--- src/design/mm_ram_defines.svh ---
/*
 * Memory model parameters.
 * Widths, memory map and magic values shared by the RAM model blocks.
 */
`ifndef MM_RAM_DEFINES_SVH
`define MM_RAM_DEFINES_SVH

// ---------------------------------------------------------------------------
// sizes
// ---------------------------------------------------------------------------
`define MM_RAM_ADDR_WIDTH     16
// debug code window, placed at the top of RAM
`define MM_DBG_ADDR_WIDTH     14
`define MM_INSTR_RDATA_WIDTH  128
`define MM_IRQ_WIDTH          32

// ---------------------------------------------------------------------------
// memory map
// ---------------------------------------------------------------------------
`define MM_ADDR_TEST_STATUS   32'h2000_0000
`define MM_ADDR_EXIT          32'h2000_0004
`define MM_ADDR_TIMER_MASK    32'h1500_0000
`define MM_ADDR_TIMER_CNT     32'h1500_0004
`define MM_ADDR_DEBUG_CTRL    32'h1500_0008

// test status magic values
`define MM_TEST_PASS_VALUE    32'd123456789
`define MM_TEST_FAIL_VALUE    32'd1

`endif

--- src/design/mm_periph_pkg.sv ---
/*
 * Peripheral types of the memory model.
 * Write strobes to the timer and debugger, interrupt and counter types,
 * and the states of the data response FSM.
 */
`include "mm_ram_defines.svh"

package mm_periph_pkg;

    typedef logic [`MM_IRQ_WIDTH-1:0] irq_vec_t;
    typedef logic [4:0]               irq_id_t;
    typedef logic [31:0]              timer_cnt_t;

    // one strobe per writable peripheral register
    typedef struct packed {
        logic        timer_mask_we;
        logic        timer_cnt_we;
        logic        debug_we;
        logic [31:0] wdata;
    } periph_wr_t;

    typedef logic [14:0] dbg_delay_t;
    typedef logic [12:0] dbg_duration_t;

    typedef enum logic [1:0] {
        IDLE,
        PERIPH_VALID,
        RAM_VALID
    } resp_state_e;

endpackage

--- src/design/mm_debug_req_gen.sv ---
/*
 * Debug request generator.
 * A control write sets a start delay, a level and an optional pulse
 * width. debug_req_o takes the level after the delay and, in pulse mode,
 * flips back once the width has run out.
 */
`timescale 1ns/1ps

module mm_debug_req_gen (
    input  logic                       clk_i,
    input  logic                       rst_ni,
    input  mm_periph_pkg::periph_wr_t  periph_wr_i,
    output logic                       debug_req_o
);
    import mm_periph_pkg::*;

    dbg_delay_t    delay_q;
    dbg_duration_t dur_q;
    logic          value_q;
    logic          ctrl_idle;
    dbg_delay_t    wr_delay;
    dbg_duration_t wr_dur;

    // ---------------------------------------------------------------------
    // control word
    //   31 level, 30 pulse mode, 28:16 pulse width, 14:0 start delay
    // ---------------------------------------------------------------------
    assign ctrl_idle = (delay_q == '0) && (dur_q == '0);

    // zero in a count field means one cycle
    assign wr_delay = (periph_wr_i.wdata[14:0] == '0) ? dbg_delay_t'(1)
                                                      : periph_wr_i.wdata[14:0];

    always_comb begin
        if (!periph_wr_i.wdata[30]) begin
            wr_dur = '0;
        end else if (periph_wr_i.wdata[28:16] == '0) begin
            wr_dur = dbg_duration_t'(1);
        end else begin
            wr_dur = periph_wr_i.wdata[28:16];
        end
    end

    always_ff @(posedge clk_i or negedge rst_ni) begin
        if (!rst_ni) begin
            delay_q     <= '0;
            dur_q       <= '0;
            value_q     <= 1'b0;
            debug_req_o <= 1'b0;
        end else if (periph_wr_i.debug_we && ctrl_idle) begin
            delay_q <= wr_delay;
            dur_q   <= wr_dur;
            value_q <= periph_wr_i.wdata[31];
        end else if (delay_q != '0) begin
            delay_q <= delay_q - 1'b1;
            if (delay_q == dbg_delay_t'(1)) begin
                debug_req_o <= value_q;
            end
        end else if (dur_q != '0) begin
            // pulse width only runs once the delay is over
            dur_q <= dur_q - 1'b1;
            if (dur_q == dbg_duration_t'(1)) begin
                debug_req_o <= !value_q;
            end
        end
    end

endmodule

--- config.mk ---
export PLATFORM = sky130hd
export DESIGN_NAME = mm_debug_req_gen
export DESIGN_NICKNAME = d
export VERILOG_FILES = /design/src/design/mm_periph_pkg.sv /design/src/design/mm_debug_req_gen.sv
export VERILOG_INCLUDE_DIRS = /design/src /design/src/design
export SDC_FILE = /design/constraint.sdc
export NUM_CORES = 1
export LEC_CHECK = 0
export BUFFER_PORTS_ARGS = -buffer_cell sky130_fd_sc_hd__buf_4
export CORE_MARGIN = 4
export CORE_UTILIZATION = 50
export DETAILED_ROUTE_END_ITERATION = 12
export PLACE_DENSITY = 0.76
export RECOVER_POWER = 50
export SLEW_MARGIN = 20
export SYNTH_ARGS = -nofsm -noshare
export SYNTH_HDL_FRONTEND = slang
export SYNTH_SLANG_ARGS = --single-unit
--- constraint.sdc ---
create_clock -name clk_i -period 2.4 [get_ports clk_i]
set_input_delay 0.12 -clock clk_i [delete_from_list [all_inputs] [get_ports clk_i]]
set_output_delay 0.12 -clock clk_i [all_outputs]
set_load 0.05 [all_outputs]
==> reports/results.tsv, run 1 <==
stage	metric	value	unit
logic_synthesis	Synth area leader	sky130_fd_sc_hd__dfrtp_1	
setup_path	worst-path maximum fanout	5	
placement	Placed Cells incl. Taps	326	
route	DR pass1 iterations	4	
timing	min cycle time layout	2.312	ns
cts	buffer count from post-CTS setup fixing	0	
run_status	result of the run	finished, violations left	
logic_synthesis	Synth area leaders	sky130_fd_sc_hd__dfrtp_1 36%, sky130_fd_sc_hd__nand2_1 6.7%, sky130_fd_sc_hd__nor4_1 3.9%	
logic_synthesis	Synth warnings	0	
logic_synthesis	average footprint of a synthesized cell	8.850	sq um
setup_path	required time at the endpoint of the critical path	2.63	ns
finish	layout cell share with drive strength beyond 1	27.72	%
grt	number of antenna violations at the first check in global routing	0	
setup_path	crit path capture type	register	
finish	design area	0.002599	sq mm
cts	H-tree levels	2	
finish	end-of-flow core utilization	64.97	%
hold_path	beginning of the worst hold path	periph_wr_i[10]	
die	die outline area	0.005216	sq mm
grt	all-layer global routing usage	21.28	%
route	average wire per standard cell	15.23	um
die	Core Area	0.004000	sq mm
die	chip height	72.22	um
hold_path	worst min-delay path class	in -> reg	
cts	clock transition at the register clock pins on the worst setup and hold paths after CTS	0.06	ns
die	Rows	23	
logic_synthesis	portion of synthesized cell area occupied by the leading cell type	36.41	%
finish	number of diodes added for antenna fixing	0	
grt	vias in the first global route	1863	
logic_synthesis	flip-flop and latch count after synthesis	30	
power_and_ir_drop	total power divided by cell area	415.9	mW/mm^2
setup_path	Worst R2R Start	delay_q[3]	
logic_synthesis	most frequently used cell type in the post-synthesis netlist	sky130_fd_sc_hd__nand2_1	
timing	RSZ-0062 raised after global routing	false	
route	vias per inst	5.863	
cts	clock latency reported for the late side of the worst-skew pair	0.29	ns
timing	total negative slack	0	ns
cts	sinks on the clock net	30	
logic_synthesis	leading register cell type out of synthesis	sky130_fd_sc_hd__dfrtp_1	
placement	post-detailed-placement cell area	0.002480	sq mm
timing	Highest Clock Rate	432.6	MHz
cts	total clock buffers created by CTS	5	
route	count of vias placed by the detailed router	1964	
power_and_ir_drop	standby leakage power	0.9944	nW
die	Chip Width	72.22	um
finish	count of fill cells added during filler insertion	347	
placement	final HPWL from detailed placement	3830	um
setup_path	arrival time of the worst setup path	2.54	ns
setup_path	critical path type	reg -> reg	
timing	ratio of final minimum period to clock period	96.32	%
grt	remaining global-route overflow	0	
logic_synthesis	Post-Synthesis Net Count	276	
die	top-level port count	38	
logic_synthesis	share of flip-flops with an asynchronous set or reset	100.0	%
logic_synthesis	Post-synth EDFFs	0	
timing	skew final	0.006468	ns
setup_path	timing startpoint of the critical path	delay_q[3]	
setup_path	CP Launch Type	register	
timing	pins over their slew limit	31	
finish	final net count	327	
timing	final setup fails	0	
logic_synthesis	most common library cells after synthesis	37 x sky130_fd_sc_hd__nand2_1, 30 x sky130_fd_sc_hd__dfrtp_1, 16 x sky130_fd_sc_hd__o21ai_0	
route	total DRC errors in the routed layout	0	
logic_synthesis	cell count after synthesis	233	
cts	Root Driver	sky130_fd_sc_hd__clkbuf_8	
power_and_ir_drop	VDD IR-drop max	0.2975	mV
logic_synthesis	library cells used by synthesis	52	
route	DRT iter0 DRCs	128	
die	starting utilization of the core area	51.55	%
cts	TritonCTS clock tree	yes	
placement	number of port buffers	33	
finish	area added between synthesis and finish	26.03	%
setup_path	depth of the worst register-to-register path	6	
route	antenna viol nets, final	0	
grt	first-pass GRT wire length	8680	um
run	number of max-cap violations	1	
grt	maximum number of pins on one net before global-route repair	31	
finish	post-layout instance count excluding filler cells	335	
timing	final hold violation count	0	
timing	Least-Margin Pin Slew	1.681	ns
run_status	violated checks	capacitance limit, slew limit	
placement	gp weighted congestion	0.8209	
cts	CTS Buffer Depth	2	
logic_synthesis	cell area after synthesis	0.002062	sq mm
logic_synthesis	part of the Yosys area used for sequential elements	36.41	%
timing	worst slew margin relative to its limit	-12.09	%
route	total wire length	5102	um
hold_path	Cells on Worst Hold Path	3	
-- final cells by class --
cell class                      instances  area (sq um)  share of cell area, %
Sequential cell                        30         750.7                  28.89
Timing Repair Buffer                   54         416.7                  16.03
Tap cell                               50         62.56                  2.407
Inverter                               12         45.04                  1.733
Clock inverter                          3         40.04                  1.541
Multi-Input combinational cell        181          1215                  46.75
Clock buffer                            5         68.82                  2.648
-- critical path, stage by stage (launching register included) --
cell and delay [ns]:
sky130_fd_sc_hd__dfrtp_1 0.39, sky130_fd_sc_hd__or4_1 0.58, sky130_fd_sc_hd__or4_4 0.49, sky130_fd_sc_hd__a211oi_4 0.35, sky130_fd_sc_hd__buf_4 0.20, sky130_fd_sc_hd__o21a_1 0.12
sky130_fd_sc_hd__o22a_2 0.13
-- cell families after synthesis --
logic type      count (synthesis)  share of synthesized area [%]
xor+xnor                       13                          5.522
flops                          30                          36.41
buf+inv                        22                          5.158
fa+ha+maj                       6                          3.641
simple gates                   99                          25.18
compound gates                 60                          22.51
mux                             3                          1.578
-- through the flow --
stage	total power (W)	setup WS [ns]	hold WS, ns
finish	0.001081	0.08823	0.03824
global route	0.001118	0.005803	0.04025
CTS	0.001093	0.05965	0.03271
detailed placement	0.0005857	0.07248	0.07685
global placement	0.0005854	0.1129	0.07448
floorplan	0.0005265	0.1080	-0.1756
-- power breakdown --
| part | leakage, nW | switching [W] | total (W) | internal [W] |
|---|---|---|---|---|
| Combinational | 0.615 | 0.0000321 | 0.0000702 | 0.0000381 |
| Sequential | 0.321 | 0 | 0.000506 | 0.000506 |
| Clock | 0.0579 | 0.000200 | 0.000505 | 0.000305 |
| Total | 0.994 | 0.000232 | 0.00108 | 0.000849 |
-- cell usage in the layout, fill, tap and decap left out, types with 2 or more instances in the layout --
master                     instances
sky130_fd_sc_hd__nor3_1            7
sky130_fd_sc_hd__or4_4             3
sky130_fd_sc_hd__nor4_1           13
sky130_fd_sc_hd__a221oi_1          2
sky130_fd_sc_hd__o21ai_0          16
sky130_fd_sc_hd__nand2_1          37
sky130_fd_sc_hd__dfrtp_1          30
sky130_fd_sc_hd__o22ai_1           2
sky130_fd_sc_hd__nor2_1           15
sky130_fd_sc_hd__mux2_2            2
sky130_fd_sc_hd__inv_1            12
sky130_fd_sc_hd__or4_1             4
sky130_fd_sc_hd__clkinv_2          2
sky130_fd_sc_hd__buf_4            51
sky130_fd_sc_hd__ha_1              6
sky130_fd_sc_hd__xor2_1            7
sky130_fd_sc_hd__and4_1            2
sky130_fd_sc_hd__nand4_1           4
sky130_fd_sc_hd__o211ai_1          2
sky130_fd_sc_hd__a22oi_1           4
sky130_fd_sc_hd__nand3_1           5
sky130_fd_sc_hd__o21a_1            4
sky130_fd_sc_hd__a21oi_1           8
sky130_fd_sc_hd__o22a_2            6
sky130_fd_sc_hd__xnor2_1           6
sky130_fd_sc_hd__clkbuf_8          5
sky130_fd_sc_hd__a41oi_1           2
-- flip-flops by register name, indices dropped and copies added (netlist names) --
register,count
delay_q,15
debug_req_o,1
value_q,1
dur_q,13
-- metal layers --
metal,global-route usage [%],share of wire (%),up-vias
met1,29.58,45,918
met4,5.219,1.3,0
li1,-,-,973
met3,4.986,5.7,10
met5,0,0,-
met2,33.57,48,63
-- path summary, 6_finish.rpt --
| path | slack [ns] | end |
|---|---|---|
| max | 0.09 | dur_q[5] |
| min | 0.04 | delay_q[10] |
| max reg2reg | 0.09 | dur_q[5] |
| min reg2reg | 0.53 | delay_q[5] |
| max in group asynchronous | 0.62 | delay_q[10] |
| min in group asynchronous | 0.80 | dur_q[12] |
-- repair_timing --
item,CTS,global route
endpoints found under the setup margin,0,7
resized for setup,0,1
endpoints found under the hold margin,30,0
hold buffers,1,0
(Power assumes the default switching activity.)
==> run 2, diff against run 1 <==
CORE_MARGIN = default   (was 4)
MAX_ROUTING_LAYER = met4   (was default)
==> reports/results.tsv, run 2 (same netlist as run 1, synthesis figures left out) <==
stage	metric	value	unit
route	count of vias placed by the detailed router	2011	
hold_path	beginning of the worst hold path	periph_wr_i[10]	
finish	count of fill cells added during filler insertion	309	
power_and_ir_drop	part of the power in registers	52.9	%
grt	maximum number of pins on one net before global-route repair	31	
finish	highest-count cells in the layout ignoring fill and taps	57 x sky130_fd_sc_hd__buf_4, 37 x sky130_fd_sc_hd__nand2_1, 30 x sky130_fd_sc_hd__dfrtp_1	
route	vias per inst	5.932	
finish	layout cell share with drive strength beyond 1	28.52	%
placement	final HPWL from detailed placement	3935	um
finish	area added between synthesis and finish	27.49	%
setup_path	Crit path top cell by count	sky130_fd_sc_hd__or4_4	
route	total DRC errors in the routed layout	0	
power_and_ir_drop	fraction of power spent switching nets	22.32	%
timing	pins over their slew limit	31	
grt	number of antenna violations at the first check in global routing	0	
finish	final net count	334	
setup_path	worst-path maximum fanout	13	
timing	skew final	0.004220	ns
grt	first-pass GRT wire length	8763	um
finish	register with the most flip-flops	delay_q	
run	number of max-cap violations	1	
setup_path	required time at the endpoint of the critical path	2.56	ns
power_and_ir_drop	Pint	0.0007432	W
timing	worst slew margin relative to its limit	-11.13	%
run_status	result of the run	finished, violations left	
timing	ratio of final minimum period to clock period	96.38	%
cts	sinks on the clock net	30	
route	antenna viol nets, final	0	
power_and_ir_drop	total power divided by cell area	364.0	mW/mm^2
cts	H-tree levels	2	
power_and_ir_drop	part of the power in combinational logic	7.4	%
hold_path	Worst Hold End	delay_q[10]	
die	Chip Width	66.22	um
cts	Root Driver	sky130_fd_sc_hd__clkbuf_8	
setup_path	capture instance of the worst register-to-register path	dur_q[2]	
power_and_ir_drop	net switching power figure	0.0002135	W
timing	min cycle time layout	2.313	ns
route	DRT iter0 DRCs	156	
cts	TritonCTS clock tree	yes	
power_and_ir_drop	fraction of power consumed by the clock network	39.7	%
power_and_ir_drop	standby leakage power	1.010	nW
finish	number of diodes added for antenna fixing	0	
grt	remaining global-route overflow	0	
route	total wire length	5245	um
die	die outline area	0.004385	sq mm
die	top-level port count	38	
placement	gp weighted congestion	0.9055	
route	DR pass1 iterations	5	
setup_path	cells along the critical path	or4_4 -> or4_4 -> a211o_4 -> a221oi_1 -> a21oi_1	
setup_path	setup slack, reg-to-reg	0.09	ns
placement	dpl ws	0.08562	ns
route	average wire per standard cell	15.47	um
die	Core Area	0.003799	sq mm
die	starting utilization of the core area	54.28	%
setup_path	Worst R2R Start	delay_q[10]	
setup_path	depth of the worst register-to-register path	5	
power_and_ir_drop	VDD IR-drop max	0.2857	mV
timing	final setup fails	0	
finish	commonest non-fill, non-tap cell in the layout	sky130_fd_sc_hd__buf_4	
setup_path	Crit path buffers/inverters	0	
grt	vias in the first global route	1872	
cts	clock transition at the register clock pins on the worst setup and hold paths after CTS	0.06	ns
setup_path	critical path's largest stage delay	0.54	ns
cts	total clock buffers created by CTS	5	
timing	Highest Clock Rate	432.3	MHz
setup_path	CP Launch Type	register	
setup_path	arrival time of the worst setup path	2.47	ns
finish	largest registers in the final layout	delay_q (15), dur_q (13)	
timing	Least-Margin Pin Slew	1.667	ns
die	chip height	66.22	um
hold_path	Cells on Worst Hold Path	3	
run_status	violated checks	capacitance limit, slew limit	
grt	all-layer global routing usage	27.65	%
hold_path	worst min-delay path class	in -> reg	
die	Rows	22	
setup_path	crit path max-delay cell type	sky130_fd_sc_hd__or4_4	
setup_path	critical path type	reg -> reg	
setup_path	kind of cell adding the most delay to the critical path	simple AND/OR/NAND/NOR gates	
timing	post-route setup slack	0.08699	ns
cts	clock latency reported for the late side of the worst-skew pair	0.28	ns
cts	CTS Buffer Depth	2	
timing	RSZ-0062 raised after global routing	false	
placement	number of port buffers	33	
timing	total negative slack	0	ns
timing	final hold violation count	0	
setup_path	crit path capture type	register	
finish	flip-flop count of the largest register after layout	15	
## run 2: cell count changes in the layout (fill, tap and decap cells not counted), sizes merged
cell / change
buf: +7
bufinv: -1
clkbuf: +2
clkinv: -2
## run 2: repair_timing
action	in CTS	in global routing
endpoints found under the setup margin	0	4
hold buffers	1	0
gates resized for setup	0	1
endpoints found under the hold margin	30	0
buffers inserted	0	0
## run 2: area by class of cell
type / instances / area [sq um] / share of cell area (%)
multi-input cells: 181 / 1215 / 46.22
flip-flops and latches: 30 / 750.7 / 28.56
repair buffers: 61 / 481.7 / 18.32
well taps: 48 / 60.06 / 2.285
inverters: 12 / 45.04 / 1.713
clock buffers: 7 / 76.32 / 2.903
## run 2: power groups by stage
| stage | registers, W | logic, W | clock network (W) |
|---|---|---|---|
| floorplan | 0.000515 | 0.0000114 | 0 |
| global placement | 0.000515 | 0.0000705 | 0 |
| detailed placement | 0.000515 | 0.0000712 | 0 |
| CTS | 0.000506 | 0.0000728 | 0.000388 |
| global route | 0.000505 | 0.0000784 | 0.000410 |
| finish | 0.000506 | 0.0000709 | 0.000380 |
## run 2: routing by layer
| metal | vias to the layer above | share of wire (%) | GRT usage, % |
|---|---|---|---|
| li1 | 979 | - | - |
| met1 | 956 | 48 | 37.93 |
| met2 | 62 | 46 | 41.07 |
| met3 | 14 | 4.7 | 5.517 |
| met4 | 0 | 1.8 | 8.245 |
| met5 | - | 0 | - |
## run 2: worst max path at each step
stage | from | end | slack, ns | depth (start not counted)
CTS | delay_q[3] | dur_q[2] | 0.07 | 5
finish | delay_q[10] | dur_q[2] | 0.09 | 5
detailed placement | delay_q[3] | dur_q[2] | 0.09 | 5
global route | delay_q[10] | dur_q[2] | 0.02 | 5
floorplan | delay_q[9] | dur_q[7] | 0.11 | 7
global placement | delay_q[3] | dur_q[2] | 0.12 | 5
## run 2: through the flow
| step | hold slack, ns | utilization [%] | cells | area (sq um) | power (W) |
|---|---|---|---|---|---|
| 4_1_cts | 0.04103 | 69.20 | 339 | 2629 | 0.0009661 |
| 3_5_place_dp | 0.07667 | 66.93 | 331 | 2542 | 0.0005863 |
| 6_report | 0.04486 | 69.20 | 339 | 2629 | 0.0009567 |
| 3_3_place_gp | 0.07411 | 66.93 | 331 | 2542 | 0.0005855 |
| 5_1_grt | 0.04279 | 69.20 | 339 | 2629 | 0.0009936 |
| 2_1_floorplan | -0.1756 | - | 233 | 2062 | 0.0005265 |
## run 2: worst reg2reg max path: stages, from the launching register on
cell,delay (ns)
sky130_fd_sc_hd__dfrtp_1,0.40
sky130_fd_sc_hd__or4_4,0.54
sky130_fd_sc_hd__or4_4,0.51
sky130_fd_sc_hd__a211o_4,0.43
sky130_fd_sc_hd__a221oi_1,0.26
sky130_fd_sc_hd__a21oi_1,0.07
==> run 3, diff against run 2 <==
ABC_AREA = 1   (was default)
CORE_MARGIN = 3   (was default)
GPL_TIMING_DRIVEN = 0   (was default)
PLACE_DENSITY = 0.75   (was 0.76)
==> reports/results.tsv, run 3 <==
stage	metric	value	unit
route	count of vias placed by the detailed router	2216	
setup_path	cells along the critical path	inv_1 -> ha_1 -> nand2_1 -> nor2_1 -> nand2_1 -> nor2_2 -> buf_4 -> nand3_1 -> nand3_1 -> nand2_1	
cts	clock transition at the register clock pins on the worst setup and hold paths after CTS	0.07	ns
logic_synthesis	part of the Yosys area used for sequential elements	33.24	%
cts	total clock buffers created by CTS	5	
finish	area added between synthesis and finish	18.84	%
die	chip height	73.21	um
hold_path	worst min-delay path class	in -> reg	
setup_path	worst-path maximum fanout	10	
finish	commonest non-fill, non-tap cell in the layout	sky130_fd_sc_hd__nand2_1	
finish	largest registers in the final layout	delay_q (15), dur_q (13)	
route	DR pass1 iterations	4	
setup_path	crit path max-delay cell type	sky130_fd_sc_hd__dfrtp_1	
cts	H-tree levels	2	
die	top-level port count	38	
die	die outline area	0.005359	sq mm
timing	min cycle time layout	1.890	ns
timing	Highest Clock Rate	529.1	MHz
route	total DRC errors in the routed layout	0	
die	starting utilization of the core area	54.12	%
power_and_ir_drop	standby leakage power	1.431	nW
die	Core Area	0.004173	sq mm
run_status	result of the run	finished, violations left	
logic_synthesis	Synth area leaders	sky130_fd_sc_hd__dfrtp_1 33%, sky130_fd_sc_hd__nand2_1 20%, sky130_fd_sc_hd__nand3_1 10%	
timing	total negative slack	0	ns
finish	final net count	437	
route	antenna viol nets, final	0	
logic_synthesis	fraction of the mapped netlist area in adder cells	3.324	%
setup_path	critical path type	reg -> reg	
setup_path	Crit path top cell by count	sky130_fd_sc_hd__nand2_1	
logic_synthesis	library cells used by synthesis	29	
logic_synthesis	Post-Synth XOR/XNOR Area	5.429	%
grt	vias in the first global route	2100	
timing	skew final	0.004662	ns
logic_synthesis	leading register cell type out of synthesis	sky130_fd_sc_hd__dfrtp_1	
placement	final HPWL from detailed placement	3999	um
logic_synthesis	cell area after synthesis	0.002258	sq mm
route	vias per inst	4.980	
logic_synthesis	Post-synth EDFFs	0	
grt	remaining global-route overflow	0	
die	Rows	23	
logic_synthesis	share of flip-flops with an asynchronous set or reset	100.0	%
finish	end-of-flow core utilization	64.32	%
logic_synthesis	portion of netlist area occupied by mux cells	0	%
setup_path	CP Launch Type	register	
grt	all-layer global routing usage	23.06	%
logic_synthesis	portion of synthesized cell area occupied by the leading cell type	33.24	%
timing	final setup fails	0	
power_and_ir_drop	VDD IR-drop max	0.2752	mV
timing	ratio of final minimum period to clock period	78.75	%
grt	met1 routing resource usage after global routing	28.73	%
logic_synthesis	post-synthesis compound-gate area fraction	4.598	%
grt	global routing's busiest layer	met2	
power_and_ir_drop	total power divided by cell area	405.8	mW/mm^2
timing	worst hold slack	0.03535	ns
logic_synthesis	largest family of logic cells by synthesized area	simple AND/OR/NAND/NOR gates	
timing	worst slew margin relative to its limit	-11.00	%
setup_path	crit path capture type	register	
route	DRT iter0 DRCs	185	
logic_synthesis	Synth warnings	0	
grt	first-pass GRT wire length	9308	um
setup_path	required time at the endpoint of the critical path	2.58	ns
cts	TritonCTS clock tree	yes	
finish	flip-flop count of the largest register after layout	15	
setup_path	depth of the worst register-to-register path	10	
setup_path	critical path's largest stage delay	0.41	ns
finish	number of diodes added for antenna fixing	0	
finish	register with the most flip-flops	delay_q	
run	number of max-cap violations	1	
logic_synthesis	average footprint of a synthesized cell	6.398	sq um
grt	number of antenna violations at the first check in global routing	0	
finish	layout cell share with drive strength beyond 1	16.20	%
route	total wire length	5207	um
route	average wire per standard cell	11.70	um
run_status	violated checks	capacitance limit, slew limit	
logic_synthesis	most common library cells after synthesis	118 x sky130_fd_sc_hd__nand2_1, 52 x sky130_fd_sc_hd__nor2_1, 46 x sky130_fd_sc_hd__nand3_1	
grt	maximum number of pins on one net before global-route repair	31	
placement	number of port buffers	33	
logic_synthesis	Synth area leader	sky130_fd_sc_hd__dfrtp_1	
grt	met3 demand-to-capacity share in global routing	3.719	%
timing	RSZ-0062 raised after global routing	false	
cts	number of gates given a new drive strength after cts	0	
cts	Root Driver	sky130_fd_sc_hd__clkbuf_8	
placement	gp weighted congestion	0.8207	
hold_path	Cells on Worst Hold Path	3	
logic_synthesis	Post-Synthesis Net Count	396	
die	Chip Width	73.21	um
cts	clock latency reported for the late side of the worst-skew pair	0.28	ns
finish	count of fill cells added during filler insertion	413	
cts	CTS Buffer Depth	2	
timing	pins over their slew limit	31	
logic_synthesis	most frequently used cell type in the post-synthesis netlist	sky130_fd_sc_hd__nand2_1	
setup_path	arrival time of the worst setup path	2.07	ns
logic_synthesis	cell count after synthesis	353	
timing	final hold violation count	0	
logic_synthesis	simple-gate portion of the synthesized area	43.71	%
timing	Least-Margin Pin Slew	1.665	ns
logic_synthesis	flip-flop and latch count after synthesis	30	
grt	met2 Usage GRT	38.33	%
cts	sinks on the clock net	30	
finish	highest-count cells in the layout ignoring fill and taps	118 x sky130_fd_sc_hd__nand2_1, 52 x sky130_fd_sc_hd__nor2_1, 46 x sky130_fd_sc_hd__nand3_1	
==> run 3: cell types whose count changed in the layout (fill, tap and decap cells not counted), sizes merged, moves of 6 or more <==
cell	change
o22a	-6
nor3	-6
nor2	+44
a21oi	-7
buf	-20
nand3	+42
inv	+29
or4	-7
nor4	-13
nand2	+83
==> run 3: worst max-delay path: cells and delay by family (launching register included) <==
| kind | cells | cell delay (ns) |
|---|---|---|
| simple gates | 7 | 0.81 |
| flops | 1 | 0.41 |
| buf+inv | 2 | 0.35 |
| fa+ha+maj | 1 | 0.21 |
==> run 3: metrics by stage <==
step	area (sq um)	instances	setup WS, ns	power [W]
after floorplan	2258	353	0.8084	0.0005328
after global placement	2569	436	0.6303	0.0005927
after detailed placement	2569	436	0.5652	0.0005934
after CTS	2688	445	0.5298	0.001106
after global routing	2684	445	0.3251	0.001131
final	2684	445	0.5099	0.001089
==> run 3: cell families (layout without fill, tap and decap cells) <==
group / Yosys count / in the layout
DFF: 30 / 30
buffers and inverters: 51 / 93
and+or+nand+nor: 234 / 234
AOI/OAI and AO/OA: 18 / 18
adders and majority gates: 6 / 6
xor gates and xnor gates: 14 / 14
==> run 3: worst paths after layout <==
check	start	endpoint	slack, ns
hold reg to reg	dur_q[1]	dur_q[1]	0.48
setup / recovery	dur_q[0]	dur_q[12]	0.51
hold / removal	periph_wr_i[6]	delay_q[6]	0.04
setup reg to reg	dur_q[0]	dur_q[12]	0.51
max in group asynchronous	rst_ni	dur_q[5]	0.64
min in group asynchronous	rst_ni	delay_q[4]	0.80
==> run 3: cell type report <==
type,instances,area [sq um],area share (%)
buffer,9,60.06,2.238
clock buffer,5,68.82,2.564
clock inverter,3,40.04,1.492
inverter,42,158.9,5.921
multi-input combinational,272,1289,48.02
sequential,30,750.7,27.97
tap,50,62.56,2.331
timing repair buffer,34,254.0,9.464
==> run 3: power breakdown <==
| part | leakage (nW) | switching (W) | total, W | internal, W |
|---|---|---|---|---|
| clock | 0.0579 | 0.000201 | 0.000506 | 0.000305 |
| sequential | 0.362 | 0 | 0.000506 | 0.000506 |
| combinational | 1.01 | 0.0000371 | 0.0000777 | 0.0000406 |
| total | 1.43 | 0.000238 | 0.00109 | 0.000851 |
==> run 3: repair_timing <==
action | CTS | global route
endpoints found under the setup margin | 0 | 0
buffers inserted | 0 | 0
hold buffers | 1 | 0
hold endpoints to repair | 30 | 0
==> run 3: layer usage <==
layer	vias up	share of wire, %
met5	-	0
met4	0	1.0
met3	7	5.5
met2	60	49
met1	971	44
li1	1178	-
